**src/verilog/yuv_pkg.sv**
```systemverilog
//--------------------
// Shared widths, constants and types for the YUV 4:2:2 to RGB datapath
// RTL modules reach these by scoped names
//--------------------
package yuv_pkg;

localparam int ROW_PAIRS = 8;       // Pixel pairs per row
localparam int PAIR_IDX_W = $clog2(ROW_PAIRS);
localparam int IN_DEPTH = 4;        // Also the sender's starting credits
localparam int OUT_CREDIT_MAX = 8;
localparam int PIPE_LAT = 3;        // Producing step to rgb_valid

// Chroma interpolation taps
localparam int TAP_21 = 21;
localparam int TAP_52 = 52;
localparam int TAP_159 = 159;
localparam int FILT_ROUND = 128;

// Colour conversion in 16.16 fixed point
localparam int Y_OFFSET = 16;
localparam int C_OFFSET = 128;
localparam int K_Y = 76284;
localparam int K_RV = 104595;
localparam int K_GU = 25624;
localparam int K_GV = 53281;
localparam int K_BU = 132251;

typedef logic [7:0] byte_t;
typedef logic [23:0] rgb_t;          // Red in top byte, then green, blue
typedef logic signed [31:0] acc_t;
typedef logic [PAIR_IDX_W-1:0] pair_idx_t;
typedef logic [$clog2(IN_DEPTH)-1:0] fifo_ptr_t;
typedef logic [$clog2(IN_DEPTH+1)-1:0] fifo_cnt_t;
typedef logic [$clog2(OUT_CREDIT_MAX+1)-1:0] credit_t;

typedef enum logic [1:0] {FILL, RUN, FLUSH} seq_state_e;

// Saturate a signed integer to 0..255
function automatic byte_t clip_byte(input acc_t v);
	if (v < 0) return 8'd0;
	if (v > 255) return 8'd255;
	return v[7:0];
endfunction

endpackage

```
**src/verilog/pair_fifo.sv**
```systemverilog
//--------------------
// Input buffer for YUV pixel pairs
// Head is visible combinationally, each pop returns one credit
//--------------------
`timescale 1ns/1ps

module pair_fifo (
	input  logic CLOCK_50_I,
	input  logic resetn,
	input  logic in_valid,
	input  yuv_pkg::byte_t in_y_even,
	input  yuv_pkg::byte_t in_y_odd,
	input  yuv_pkg::byte_t in_u,
	input  yuv_pkg::byte_t in_v,
	input  logic pop,
	output logic fifo_empty,
	output yuv_pkg::byte_t head_y_even,
	output yuv_pkg::byte_t head_y_odd,
	output yuv_pkg::byte_t head_u,
	output yuv_pkg::byte_t head_v,
	output logic in_credit
);

yuv_pkg::byte_t mem_y_even [yuv_pkg::IN_DEPTH];
yuv_pkg::byte_t mem_y_odd [yuv_pkg::IN_DEPTH];
yuv_pkg::byte_t mem_u [yuv_pkg::IN_DEPTH];
yuv_pkg::byte_t mem_v [yuv_pkg::IN_DEPTH];
yuv_pkg::fifo_ptr_t wr_ptr, rd_ptr;
yuv_pkg::fifo_cnt_t count;

function automatic yuv_pkg::fifo_ptr_t next_ptr(input yuv_pkg::fifo_ptr_t p);
	return (p == yuv_pkg::fifo_ptr_t'(yuv_pkg::IN_DEPTH - 1)) ? '0 : p + 1'b1;
endfunction

always_ff @(posedge CLOCK_50_I) begin
	if (in_valid) begin
		mem_y_even[wr_ptr] <= in_y_even;
		mem_y_odd[wr_ptr] <= in_y_odd;
		mem_u[wr_ptr] <= in_u;   // Chroma of the even pixel
		mem_v[wr_ptr] <= in_v;
	end
end

always_ff @(posedge CLOCK_50_I or negedge resetn) begin
	if (!resetn) begin
		wr_ptr <= '0;
		rd_ptr <= '0;
		count <= '0;
		in_credit <= 1'b0;
	end else begin
		if (in_valid) wr_ptr <= next_ptr(wr_ptr);
		if (pop) rd_ptr <= next_ptr(rd_ptr);
		count <= count + yuv_pkg::fifo_cnt_t'(in_valid) - yuv_pkg::fifo_cnt_t'(pop);
		in_credit <= pop;   // Freed slot goes back to the sender
	end
end

assign fifo_empty = (count == '0);
assign head_y_even = mem_y_even[rd_ptr];
assign head_y_odd = mem_y_odd[rd_ptr];
assign head_u = mem_u[rd_ptr];
assign head_v = mem_v[rd_ptr];

// A write into a full buffer means the sender spent a credit it did not hold
assert property (@(posedge CLOCK_50_I) disable iff (!resetn)
	in_valid |-> count != yuv_pkg::fifo_cnt_t'(yuv_pkg::IN_DEPTH))
	else $error("pair_fifo: write while full");

assert property (@(posedge CLOCK_50_I) disable iff (!resetn) pop |-> !fifo_empty)
	else $error("pair_fifo: pop while empty");

endmodule

```
**src/verilog/chroma_upsampler.sv**
```systemverilog
//--------------------
// Six-sample chroma window with the 21/52/159 interpolation filter
// One instance per chroma channel, stepped by the row sequencer
//--------------------
`timescale 1ns/1ps

module chroma_upsampler (
	input  logic CLOCK_50_I,
	input  logic resetn,
	input  logic step,
	input  logic load_first,
	input  logic replicate,
	input  yuv_pkg::byte_t sample,
	output yuv_pkg::byte_t even_c,
	output yuv_pkg::byte_t odd_c
);

// win[0] is the oldest sample
// On a producing step it holds indices j-2 .. j+3 of row pair j
yuv_pkg::byte_t win [6];

yuv_pkg::acc_t sum_inner;
yuv_pkg::acc_t sum_middle;
yuv_pkg::acc_t sum_outer;
yuv_pkg::acc_t filt;

always_ff @(posedge CLOCK_50_I or negedge resetn) begin
	if (!resetn) begin
		for (int i = 0; i < 6; i++) begin
			win[i] <= '0;
		end
	end else if (step) begin
		if (load_first) begin
			// Left edge clamp
			for (int i = 0; i < 6; i++) begin
				win[i] <= sample;
			end
		end else begin
			for (int i = 0; i < 5; i++) begin
				win[i] <= win[i+1];
			end
			win[5] <= replicate ? win[5] : sample;   // Right edge repeats newest
		end
	end
end

assign sum_inner = yuv_pkg::acc_t'(win[2]) + yuv_pkg::acc_t'(win[3]);
assign sum_middle = yuv_pkg::acc_t'(win[1]) + yuv_pkg::acc_t'(win[4]);
assign sum_outer = yuv_pkg::acc_t'(win[0]) + yuv_pkg::acc_t'(win[5]);

// Taps sum to 256, so the shift restores the sample scale
assign filt = yuv_pkg::TAP_159 * sum_inner
	- yuv_pkg::TAP_52 * sum_middle
	+ yuv_pkg::TAP_21 * sum_outer
	+ yuv_pkg::FILT_ROUND;

assign even_c = win[2];   // Even pixel keeps its own sample
assign odd_c = yuv_pkg::clip_byte(filt >>> 8);

endmodule

```
**src/verilog/rgb_converter.sv**
```systemverilog
//--------------------
// Two-stage fixed-point YUV to RGB conversion for one pixel pair
// Stage one forms the products, stage two sums and clips
//--------------------
`timescale 1ns/1ps

module rgb_converter (
	input  logic CLOCK_50_I,
	input  logic resetn,
	input  logic conv_valid,
	input  yuv_pkg::byte_t y_even,
	input  yuv_pkg::byte_t y_odd,
	input  yuv_pkg::byte_t u_even,
	input  yuv_pkg::byte_t u_odd,
	input  yuv_pkg::byte_t v_even,
	input  yuv_pkg::byte_t v_odd,
	output logic rgb_valid,
	output yuv_pkg::rgb_t rgb_even,
	output yuv_pkg::rgb_t rgb_odd
);

// Index 0 is the even pixel, 1 the odd one
yuv_pkg::byte_t y_in [2];
yuv_pkg::byte_t u_in [2];
yuv_pkg::byte_t v_in [2];

yuv_pkg::acc_t y_prod [2];
yuv_pkg::acc_t rv_prod [2];
yuv_pkg::acc_t gu_prod [2];
yuv_pkg::acc_t gv_prod [2];
yuv_pkg::acc_t bu_prod [2];
yuv_pkg::rgb_t rgb_q [2];

// One bit per register stage, the sequencer step accounts for the rest
logic [yuv_pkg::PIPE_LAT-2:0] vld_pipe;

// Integer part of a 16.16 sum, saturated
function automatic yuv_pkg::byte_t channel(input yuv_pkg::acc_t s);
	return yuv_pkg::clip_byte(s >>> 16);
endfunction

assign y_in[0] = y_even;
assign y_in[1] = y_odd;
assign u_in[0] = u_even;
assign u_in[1] = u_odd;
assign v_in[0] = v_even;
assign v_in[1] = v_odd;

always_ff @(posedge CLOCK_50_I) begin
	if (conv_valid) begin
		for (int p = 0; p < 2; p++) begin
			y_prod[p] <= (yuv_pkg::acc_t'(y_in[p]) - yuv_pkg::Y_OFFSET) * yuv_pkg::K_Y;
			rv_prod[p] <= (yuv_pkg::acc_t'(v_in[p]) - yuv_pkg::C_OFFSET) * yuv_pkg::K_RV;
			gu_prod[p] <= (yuv_pkg::acc_t'(u_in[p]) - yuv_pkg::C_OFFSET) * yuv_pkg::K_GU;
			gv_prod[p] <= (yuv_pkg::acc_t'(v_in[p]) - yuv_pkg::C_OFFSET) * yuv_pkg::K_GV;
			bu_prod[p] <= (yuv_pkg::acc_t'(u_in[p]) - yuv_pkg::C_OFFSET) * yuv_pkg::K_BU;
		end
	end
end

always_ff @(posedge CLOCK_50_I) begin
	if (vld_pipe[0]) begin
		for (int p = 0; p < 2; p++) begin
			rgb_q[p] <= {channel(y_prod[p] + rv_prod[p]),
				channel(y_prod[p] - gu_prod[p] - gv_prod[p]),
				channel(y_prod[p] + bu_prod[p])};
		end
	end
end

always_ff @(posedge CLOCK_50_I or negedge resetn) begin
	if (!resetn) begin
		vld_pipe <= '0;
	end else begin
		vld_pipe <= {vld_pipe[yuv_pkg::PIPE_LAT-3:0], conv_valid};
	end
end

assign rgb_valid = vld_pipe[yuv_pkg::PIPE_LAT-2];
assign rgb_even = rgb_q[0];
assign rgb_odd = rgb_q[1];

endmodule

```
**src/verilog/row_sequencer.sv**
```systemverilog
//--------------------
// Per-row fill, run and flush control with the output credit counter
// Also delays luma so it lines up with the chroma window
//--------------------
`timescale 1ns/1ps

module row_sequencer (
	input  logic CLOCK_50_I,
	input  logic resetn,
	input  logic fifo_empty,
	input  yuv_pkg::byte_t head_y_even,
	input  yuv_pkg::byte_t head_y_odd,
	input  logic out_credit,
	output logic pop,
	output logic step,
	output logic load_first,
	output logic replicate,
	output logic conv_valid,
	output yuv_pkg::byte_t y_even,
	output yuv_pkg::byte_t y_odd
);

yuv_pkg::seq_state_e state;
yuv_pkg::pair_idx_t pair_idx;      // Pops in FILL and RUN, steps in FLUSH
yuv_pkg::credit_t credit_cnt;
logic have_credit;
logic produce;
yuv_pkg::byte_t ye_dly [3];
yuv_pkg::byte_t yo_dly [3];

assign have_credit = (credit_cnt != '0);

always_comb begin
	pop = 1'b0;
	replicate = 1'b0;
	case (state)
	yuv_pkg::FILL: pop = !fifo_empty;   // No credit needed, no output
	yuv_pkg::RUN: pop = !fifo_empty && have_credit;
	yuv_pkg::FLUSH: replicate = have_credit;
	default: pop = 1'b0;
	endcase
end

assign step = pop || replicate;
assign produce = step && (state != yuv_pkg::FILL);
assign load_first = pop && (state == yuv_pkg::FILL) && (pair_idx == '0);

always_ff @(posedge CLOCK_50_I or negedge resetn) begin
	if (!resetn) begin
		state <= yuv_pkg::FILL;
		pair_idx <= '0;
		credit_cnt <= '0;
		conv_valid <= 1'b0;
	end else begin
		credit_cnt <= credit_cnt + yuv_pkg::credit_t'(out_credit)
			- yuv_pkg::credit_t'(produce);   // Reserved at issue
		conv_valid <= produce;
		if (step) begin
			pair_idx <= pair_idx + 1'b1;
			case (state)
			yuv_pkg::FILL: if (pair_idx == yuv_pkg::pair_idx_t'(2)) state <= yuv_pkg::RUN;
			yuv_pkg::RUN: begin
				if (pair_idx == yuv_pkg::pair_idx_t'(yuv_pkg::ROW_PAIRS - 1)) begin
					state <= yuv_pkg::FLUSH;
					pair_idx <= '0;
				end
			end
			yuv_pkg::FLUSH: begin
				if (pair_idx == yuv_pkg::pair_idx_t'(2)) begin
					state <= yuv_pkg::FILL;
					pair_idx <= '0;
				end
			end
			default: state <= yuv_pkg::FILL;
			endcase
		end
	end
end

// Three steps of luma delay plus the output register
always_ff @(posedge CLOCK_50_I) begin
	if (step) begin
		ye_dly[0] <= head_y_even;
		ye_dly[1] <= ye_dly[0];
		ye_dly[2] <= ye_dly[1];
		yo_dly[0] <= head_y_odd;
		yo_dly[1] <= yo_dly[0];
		yo_dly[2] <= yo_dly[1];
		y_even <= ye_dly[2];
		y_odd <= yo_dly[2];
	end
end

// The credit source must respect the outstanding limit
assert property (@(posedge CLOCK_50_I) disable iff (!resetn)
	credit_cnt <= yuv_pkg::credit_t'(yuv_pkg::OUT_CREDIT_MAX))
	else $error("row_sequencer: output credits above limit");

endmodule

```
**src/verilog/yuv_to_rgb_top.sv**
```systemverilog
//--------------------
// YUV 4:2:2 pair stream in, RGB pair stream out
// Both sides use credit flow control
//--------------------
`timescale 1ns/1ps

module yuv_to_rgb_top (
	input  logic CLOCK_50_I,
	input  logic resetn,
	input  logic in_valid,
	input  yuv_pkg::byte_t in_y_even,
	input  yuv_pkg::byte_t in_y_odd,
	input  yuv_pkg::byte_t in_u,
	input  yuv_pkg::byte_t in_v,
	output logic in_credit,
	input  logic out_credit,
	output logic rgb_valid,
	output yuv_pkg::rgb_t rgb_even,
	output yuv_pkg::rgb_t rgb_odd
);

logic fifo_empty;
logic pop;
yuv_pkg::byte_t head_y_even, head_y_odd, head_u, head_v;
logic step, load_first, replicate;
yuv_pkg::byte_t u_even, u_odd, v_even, v_odd;
logic conv_valid;
yuv_pkg::byte_t y_even, y_odd;

pair_fifo input_fifo (
	.CLOCK_50_I(CLOCK_50_I),
	.resetn(resetn),
	.in_valid(in_valid),
	.in_y_even(in_y_even),
	.in_y_odd(in_y_odd),
	.in_u(in_u),
	.in_v(in_v),
	.pop(pop),
	.fifo_empty(fifo_empty),
	.head_y_even(head_y_even),
	.head_y_odd(head_y_odd),
	.head_u(head_u),
	.head_v(head_v),
	.in_credit(in_credit)
);

row_sequencer sequencer (
	.CLOCK_50_I(CLOCK_50_I),
	.resetn(resetn),
	.fifo_empty(fifo_empty),
	.head_y_even(head_y_even),
	.head_y_odd(head_y_odd),
	.out_credit(out_credit),
	.pop(pop),
	.step(step),
	.load_first(load_first),
	.replicate(replicate),
	.conv_valid(conv_valid),
	.y_even(y_even),
	.y_odd(y_odd)
);

// U and V share the same stepping
chroma_upsampler u_upsampler (
	.CLOCK_50_I(CLOCK_50_I), .resetn(resetn),
	.step(step), .load_first(load_first), .replicate(replicate),
	.sample(head_u), .even_c(u_even), .odd_c(u_odd)
);

chroma_upsampler v_upsampler (
	.CLOCK_50_I(CLOCK_50_I), .resetn(resetn),
	.step(step), .load_first(load_first), .replicate(replicate),
	.sample(head_v), .even_c(v_even), .odd_c(v_odd)
);

rgb_converter converter (
	.CLOCK_50_I(CLOCK_50_I),
	.resetn(resetn),
	.conv_valid(conv_valid),
	.y_even(y_even),
	.y_odd(y_odd),
	.u_even(u_even),
	.u_odd(u_odd),
	.v_even(v_even),
	.v_odd(v_odd),
	.rgb_valid(rgb_valid),
	.rgb_even(rgb_even),
	.rgb_odd(rgb_odd)
);

endmodule

```
**config.mk**
```make
export PLATFORM = sky130hd
export DESIGN_NAME = yuv_to_rgb_top
export DESIGN_NICKNAME = d
export VERILOG_FILES = /design/src/verilog/yuv_pkg.sv /design/src/verilog/pair_fifo.sv /design/src/verilog/chroma_upsampler.sv /design/src/verilog/rgb_converter.sv /design/src/verilog/row_sequencer.sv /design/src/verilog/yuv_to_rgb_top.sv
export SDC_FILE = /design/constraint.sdc
export NUM_CORES = 2
export LEC_CHECK = 0
export BUFFER_PORTS_ARGS = -buffer_cell sky130_fd_sc_hd__buf_2
export CAP_MARGIN = 20
export CORE_MARGIN = 8
export CORE_UTILIZATION = 40
export CTS_CLUSTER_SIZE = 40
export DETAILED_ROUTE_END_ITERATION = 7
export PLACE_DENSITY = 0.55
export SYNTH_ARGS = -nofsm -noshare
export SYNTH_HDL_FRONTEND = slang
export SYNTH_SLANG_ARGS = --single-unit
```
**constraint.sdc**
```tcl
create_clock -name CLOCK_50_I -period 15.3 [get_ports CLOCK_50_I]
set_input_delay 0.765 -clock CLOCK_50_I [delete_from_list [all_inputs] [get_ports CLOCK_50_I]]
set_output_delay 0.765 -clock CLOCK_50_I [all_outputs]
set_load 0.05 [all_outputs]
```
### Word-level counts from Yosys, hierarchy flattened

Memories as Yosys holds them, arrays and structs flattened. A register that Yosys moved wholly into a read port is not among the register bits.
Cells that the tools add are included.

* bits in registers: 116
* memory bits (writable): 534
* input port bits: 36
* output and inout port bits: 50
* word-level logic and storage cells: 218
* memories kept: 12

* add/sub/neg operators: 33
* multipliers: 16
* order comparisons: 16
* equal/unequal tests: 10
* mux-type cells: 97
* reductions and logical operators: 13

Memory list
* converter.bu_prod: words 2, width 32, read ports 2, clocked after memory_dff 0, write ports 2, line rgb_converter.sv:31 `yuv_pkg::acc_t bu_prod [2];`
* converter.gv_prod: words 2, width 32, read ports 2, clocked after memory_dff 0, write ports 2, line rgb_converter.sv:30 `yuv_pkg::acc_t gv_prod [2];`
* converter.rv_prod: words 2, width 32, read ports 2, clocked after memory_dff 0, write ports 2, line rgb_converter.sv:28 `yuv_pkg::acc_t rv_prod [2];`
* converter.y_prod: words 2, width 30, read ports 2, clocked after memory_dff 0, write ports 2, line rgb_converter.sv:27 `yuv_pkg::acc_t y_prod [2];`
* converter.gu_prod: words 2, width 29, read ports 2, clocked after memory_dff 0, write ports 2, line rgb_converter.sv:29 `yuv_pkg::acc_t gu_prod [2];`
* converter.rgb_q: words 2, width 24, read ports 2, clocked after memory_dff 0, write ports 2, line rgb_converter.sv:32 `yuv_pkg::rgb_t rgb_q [2];`
* +6 memories

Operators by type and width (count)
* $mux W8: 40
* $add A32 B32 Y32: 6
* $sub A32 B32 Y32: 6
* $gt A16 B9 Y1 const B: 6
* $lt A16 B1 Y1 const B: 6
* $mux W48: 2
* $add A32 B9 Y32 const B: 2
* $mul A32 B13 Y29 const B: 2
* $mul A32 B16 Y30 const B: 2
* $mul A32 B17 Y32 const B: 2
* $mul A32 B18 Y32 const B: 2
* $mul A32 B19 Y32 const B: 2
* $mul A5 B32 Y30 const A: 2
* $mul A6 B32 Y32 const A: 2
* $mul A9 B32 Y32 const A: 2
* $add A8 B8 Y9: 6
* $gt A24 B9 Y1 const B: 2
* $lt A24 B1 Y1 const B: 2
* $mux W1: 45
* $sub A8 B8 Y9 const B: 4
* $sub A8 B5 Y9 const B: 2
* $mux W2: 5
* $eq A2 B2 Y1 const B: 3
* $logic_not A3 Y1: 2
* other kinds (23): 30

### Longest topological paths before layout

* word-level depth: 12
* mapped depth: 62
* gate-level depth less buffers: 61

### Cells and area by module

A second synthesis with hierarchy kept.

* cell total of the unflattened synthesis: 5485
* area, all modules: 58770.1 sq um

Modules (own cells, without submodules)
* rgb_converter: instances 1, cells each 3546, area each 37096.8 sq um, sequential area each 9359.0 sq um
* chroma_upsampler (v_upsampler): instances 1, cells each 806, area each 6996.7 sq um, sequential area each 1201.2 sq um
* chroma_upsampler (u_upsampler): instances 1, cells each 796, area each 6966.7 sq um, sequential area each 1201.2 sq um
* pair_fifo: instances 1, cells each 204, area each 5096.1 sq um, sequential area each 4043.9 sq um
* row_sequencer: instances 1, cells each 133, area each 2613.8 sq um, sequential area each 2172.1 sq um

### Least setup slack after synthesis

Ideal clock, no wire load.

* path kind: register to register
* start: register u_upsampler.win[9] (netlist bit)
* end: memory converter.bu_prod[0][57] (netlist bit), data pin
* arrival time: 13.391 ns
* required time: 15.032 ns
* path slack: 1.641 ns
* stages on the path, launching flop included: 58
* buffers on the path: 1
* period minus slack after synthesis: 13.659 ns
* cell sequence: dfrtp_1 ha_1 a21o_1 a21oi_1 o21bai_1 a21oi_1 xnor2_1 ha_1 ha_1 inv_1 fa_1 inv_1 ha_1 and2_1 o21ai_0 nand2_1 a21oi_1 xnor2_1 [... 22 more ...] ha_1 ha_1 fa_1 inv_1 fa_1 fa_1 inv_1 ha_1 a21oi_1 o21ai_0 o221ai_1 o21bai_1 o41ai_1 o21bai_1 a21o_1 nor2b_1 nor2_1 xnor2_1

RTL lines
* from (decl): line chroma_upsampler.sv:20 `yuv_pkg::byte_t win [6];`
* from (signal, indexed assignment): line chroma_upsampler.sv:36 `win[i] <= sample;`
* from (signal, indexed assignment): line chroma_upsampler.sv:40 `win[i] <= win[i+1];`
* to (decl): line rgb_converter.sv:31

==> summary.md <==
| Metric | Value |
|---|---|
| Status | `finished, final reports clean` |
| Most used cell, CP | `ha_1` |
| Least-Margin Pin Slew | `1.068 ns` |
| Fin crit share | `93.72%` |
| Setup Fix Bufs, Post-CTS | `0` |
| Clock sink count | `656` |
| Hold/Removal Path Class | `input pin to async pin` |
| Tmin final | `14.34 ns` |
| Antenna cells | `0` |
| Die Height | `397.0 um` |
| Endpoint class of the critical path | `flop` |
| # hold bufs at CTS | `0` |
| DR DRC count | `0` |
| Layout net count | `6940` |
| Post-synthesis adder-cell area fraction | `38.50%` |
| Gr usage total | `16.20%` |
| Yosys warns | `0` |
| Avg Vias per Cell | `5.028` |
| Die width | `397.0 um` |
| WHS | `0.1143 ns` |
| Buffers on Ports | `85` |
| DRT Pass-1 Iters | `5` |
| # setup viols final | `0` |
| Vias in the first global route | `37480` |
| Final Max Tran Viols | `0` |
| Synth area leaders | `edfxtp_1, ha_1, fa_1` |
| Synth Area in Compound Gates | `10.08%` |
| Cell count after placement | `7181` |
| Synth Area in XOR/XNOR | `4.721%` |
| Most frequent cell after synthesis | `ha_1` |
| Synth area leader | `edfxtp_1` |
| WL/cell | `17.35 um` |
| CP arrival | `14.74 ns` |
| Worst stage delay on the critical path | `0.58 ns` |
| Gr ovfl total | `0` |
| Primary FF master, synth | `edfxtp_1` |
| Htree depth | `3` |
| Synth Area in Simple Gates | `6.178%` |
| Clock skew | `0.02815 ns` |
| Antenna violations before repair | `3` |
| Clk root buf | `clkbuf_16` |
| Core Footprint | `144900 um^2` |
| Seq/Total Area, Yosys | `32.93%` |
| Worst-skew pair later-pin latency | `0.67 ns` |
| Area fraction of the dominant cell type after synthesis | `27.93%` |
| Netlist cell types | `77` |
| Final hold violation count | `0` |
| Setup TNS | `0 ns` |
| Flops & latches, synth | `656` |
| Largest net degree at the start of global routing | `98` |
| Final worst slack | `0.9616 ns` |
| Synth async-reset ratio | `17.68%` |
| Routability-driven placement congestion ratio | `0.8351` |
| Drt initial violations | `1635` |
| Worst path slowest cell | `or4_4` |
| Worst Path Max Fanout | `13` |
| Post-synthesis net count | `6775` |
| Post-synth top cells | `ha_1, inv_1, edfxtp_1` |
| Unrepaired setup endpoints after global routing | `no` |
| Worst Path Required | `15.70 ns` |
| Max Clk Rate | `69.74 MHz` |
| I/O pins | `86` |
| HPWL Detailed | `103.0 mm` |
| P&R area growth vs syn | `9.932%` |
| Die area | `157600 um^2` |
| Post-Syn Area | `58060 um^2` |
| Non-Filler Instances | `7331` |
| Dpl ws | `0.5769 ns` |
| Critical path class | `flop to flop` |
| Worst rel slew slack | `28.38%` |
| Drt total wl | `127.2 mm` |
| Post-synthesis mux area share | `1.668%` |
| Critical path launch point type | `flop` |
| Routed Antenna Nets | `0` |
| Clk slew on worst S/H paths | `0.06 ns` |
| Initial core utilization | `40.08%` |
| CTS max path bufs | `3` |
| Number of enable flip-flop cells after synthesis | `540` |
| Met1 Wirelength | `64.07 mm` |
| Largest family of logic cells by synthesized area | `adder cells` |
| FP Rows | `140` |
| First-pass GRT wire length | `205.1 mm` |
| Top layer in use | `met5` |
| Layout cell share with drive strength beyond 1 | `6.594%` |
| Mean Syn Cell Area | `11.20 um^2` |
| Max-Cap Viols | `0` |
| Num CTS Buffers | `81` |
| DR vias | `36860` |
| Met2 wire len | `57.12 mm` |
| Syn Inst Count | `5183` |
| Routed met3 length | `3.798 mm` |
| CTS tree | `built` |
-- path summary, 6_finish.rpt --
kind                                                 start                                  to  slack, ns  depth (start not counted)
setup reg to reg            u_upsampler.win[9]$_DFFE_PN0N_  converter.bu_prod[0][57]$_DFFE_PP_       0.96                         57
hold / removal                                      resetn      sequencer.state[1]$_DFFE_PN0P_       0.11                          1
max in group asynchronous                           resetn     converter.vld_pipe[0]$_DFF_PN0_      14.00                          2
hold reg to reg            converter.vld_pipe[0]$_DFF_PN0_     converter.vld_pipe[1]$_DFF_PN0_       0.39                          0
min in group CLOCK_50_I                            in_v[2]    input_fifo.mem_v[0][2]$_DFFE_PP_       0.31                          1
setup / recovery            u_upsampler.win[9]$_DFFE_PN0N_  converter.bu_prod[0][57]$_DFFE_PP_       0.96                         57
-- flip-flops by register name (all words and copies together), names as in the netlist, 24 cells and up --
| name | flops |
|---|---|
| converter.gu_prod | 52 |
| sequencer.yo_dly | 24 |
| converter.rv_prod | 60 |
| converter.rgb_q | 48 |
| input_fifo.mem_y_odd | 32 |
| converter.gv_prod | 64 |
| input_fifo.mem_v | 32 |
| sequencer.ye_dly | 24 |
| input_fifo.mem_y_even | 32 |
| converter.bu_prod | 64 |
| input_fifo.mem_u | 32 |
| v_upsampler.win | 40 |
| converter.y_prod | 60 |
| u_upsampler.win | 40 |
-- through the flow --
step                      util, %  cell area, um^2
after floorplan                 -            58060
after global placement      42.15            61050
after detailed placement    42.15            61050
after CTS                   44.05            63810
after global routing        44.06            63830
final                       44.06            63830
-- cell type report --
type / instances / area, um^2
Tap cell: 1917 / 2399
Sequential cell: 656 / 19120
Inverter: 868 / 3258
Clock buffer: 101 / 2163
Fill cell: 13590 / 81030
Clock inverter: 48 / 594.3
Timing Repair Buffer: 129 / 759.5
Multi-Input combinational cell: 3612 / 35530
-- worst max-delay path: cells and delay by family (launching register included) --
| kind | cells | cell delay (ns) |
|---|---|---|
| fa+ha+maj | 19 | 7.17 |
| buf+inv | 8 | 0.54 |
| flops | 1 | 0.42 |
| xor+xnor | 3 | 0.46 |
| compound gates | 20 | 4.21 |
| simple gates | 7 | 1.27 |
-- cell usage in the layout, fill, tap and decap left out, types with 47 or more instances in the layout --
master,count
a21o_1,74
a21oi_1,423
buf_2,85
clkbuf_16,82
dfrtp_1,113
edfxtp_1,540
fa_1,384
ha_1,1172
inv_1,865
nand2_1,111
nand3_1,47
nor2_1,259
nor2b_1,58
nor3_1,82
o21a_1,62
o21ai_0,128
o21bai_1,60
xnor2_1,226
xor2_1,87
-- cells by family after synthesis --
logic type,after synthesis
DFF,656
and+or+nand+nor,737
xor gates and xnor gates,313
muxes,54
AOI/OAI and AO/OA,952
buffers and inverters,915
adders and majority gates,1556
-- what timing repair did --
action / 4_1_cts / 5_1_grt
endpoints found under the hold margin: 0 / 0
resized for setup: 0 / 4
endpoints found under the setup margin: 0 / 8
-- metal layers --
metal / track usage [%] / up-vias
met3: 1.984 / 119
met2: 26.06 / 418
met4: 3.601 / 4
met1: 23.44 / 17920
met5: 0 / -
li1: - / 18400
Power is left out: the tool's default activity adds up to more than one toggle a clock period on the data nets, which glitch-free logic cannot reach.
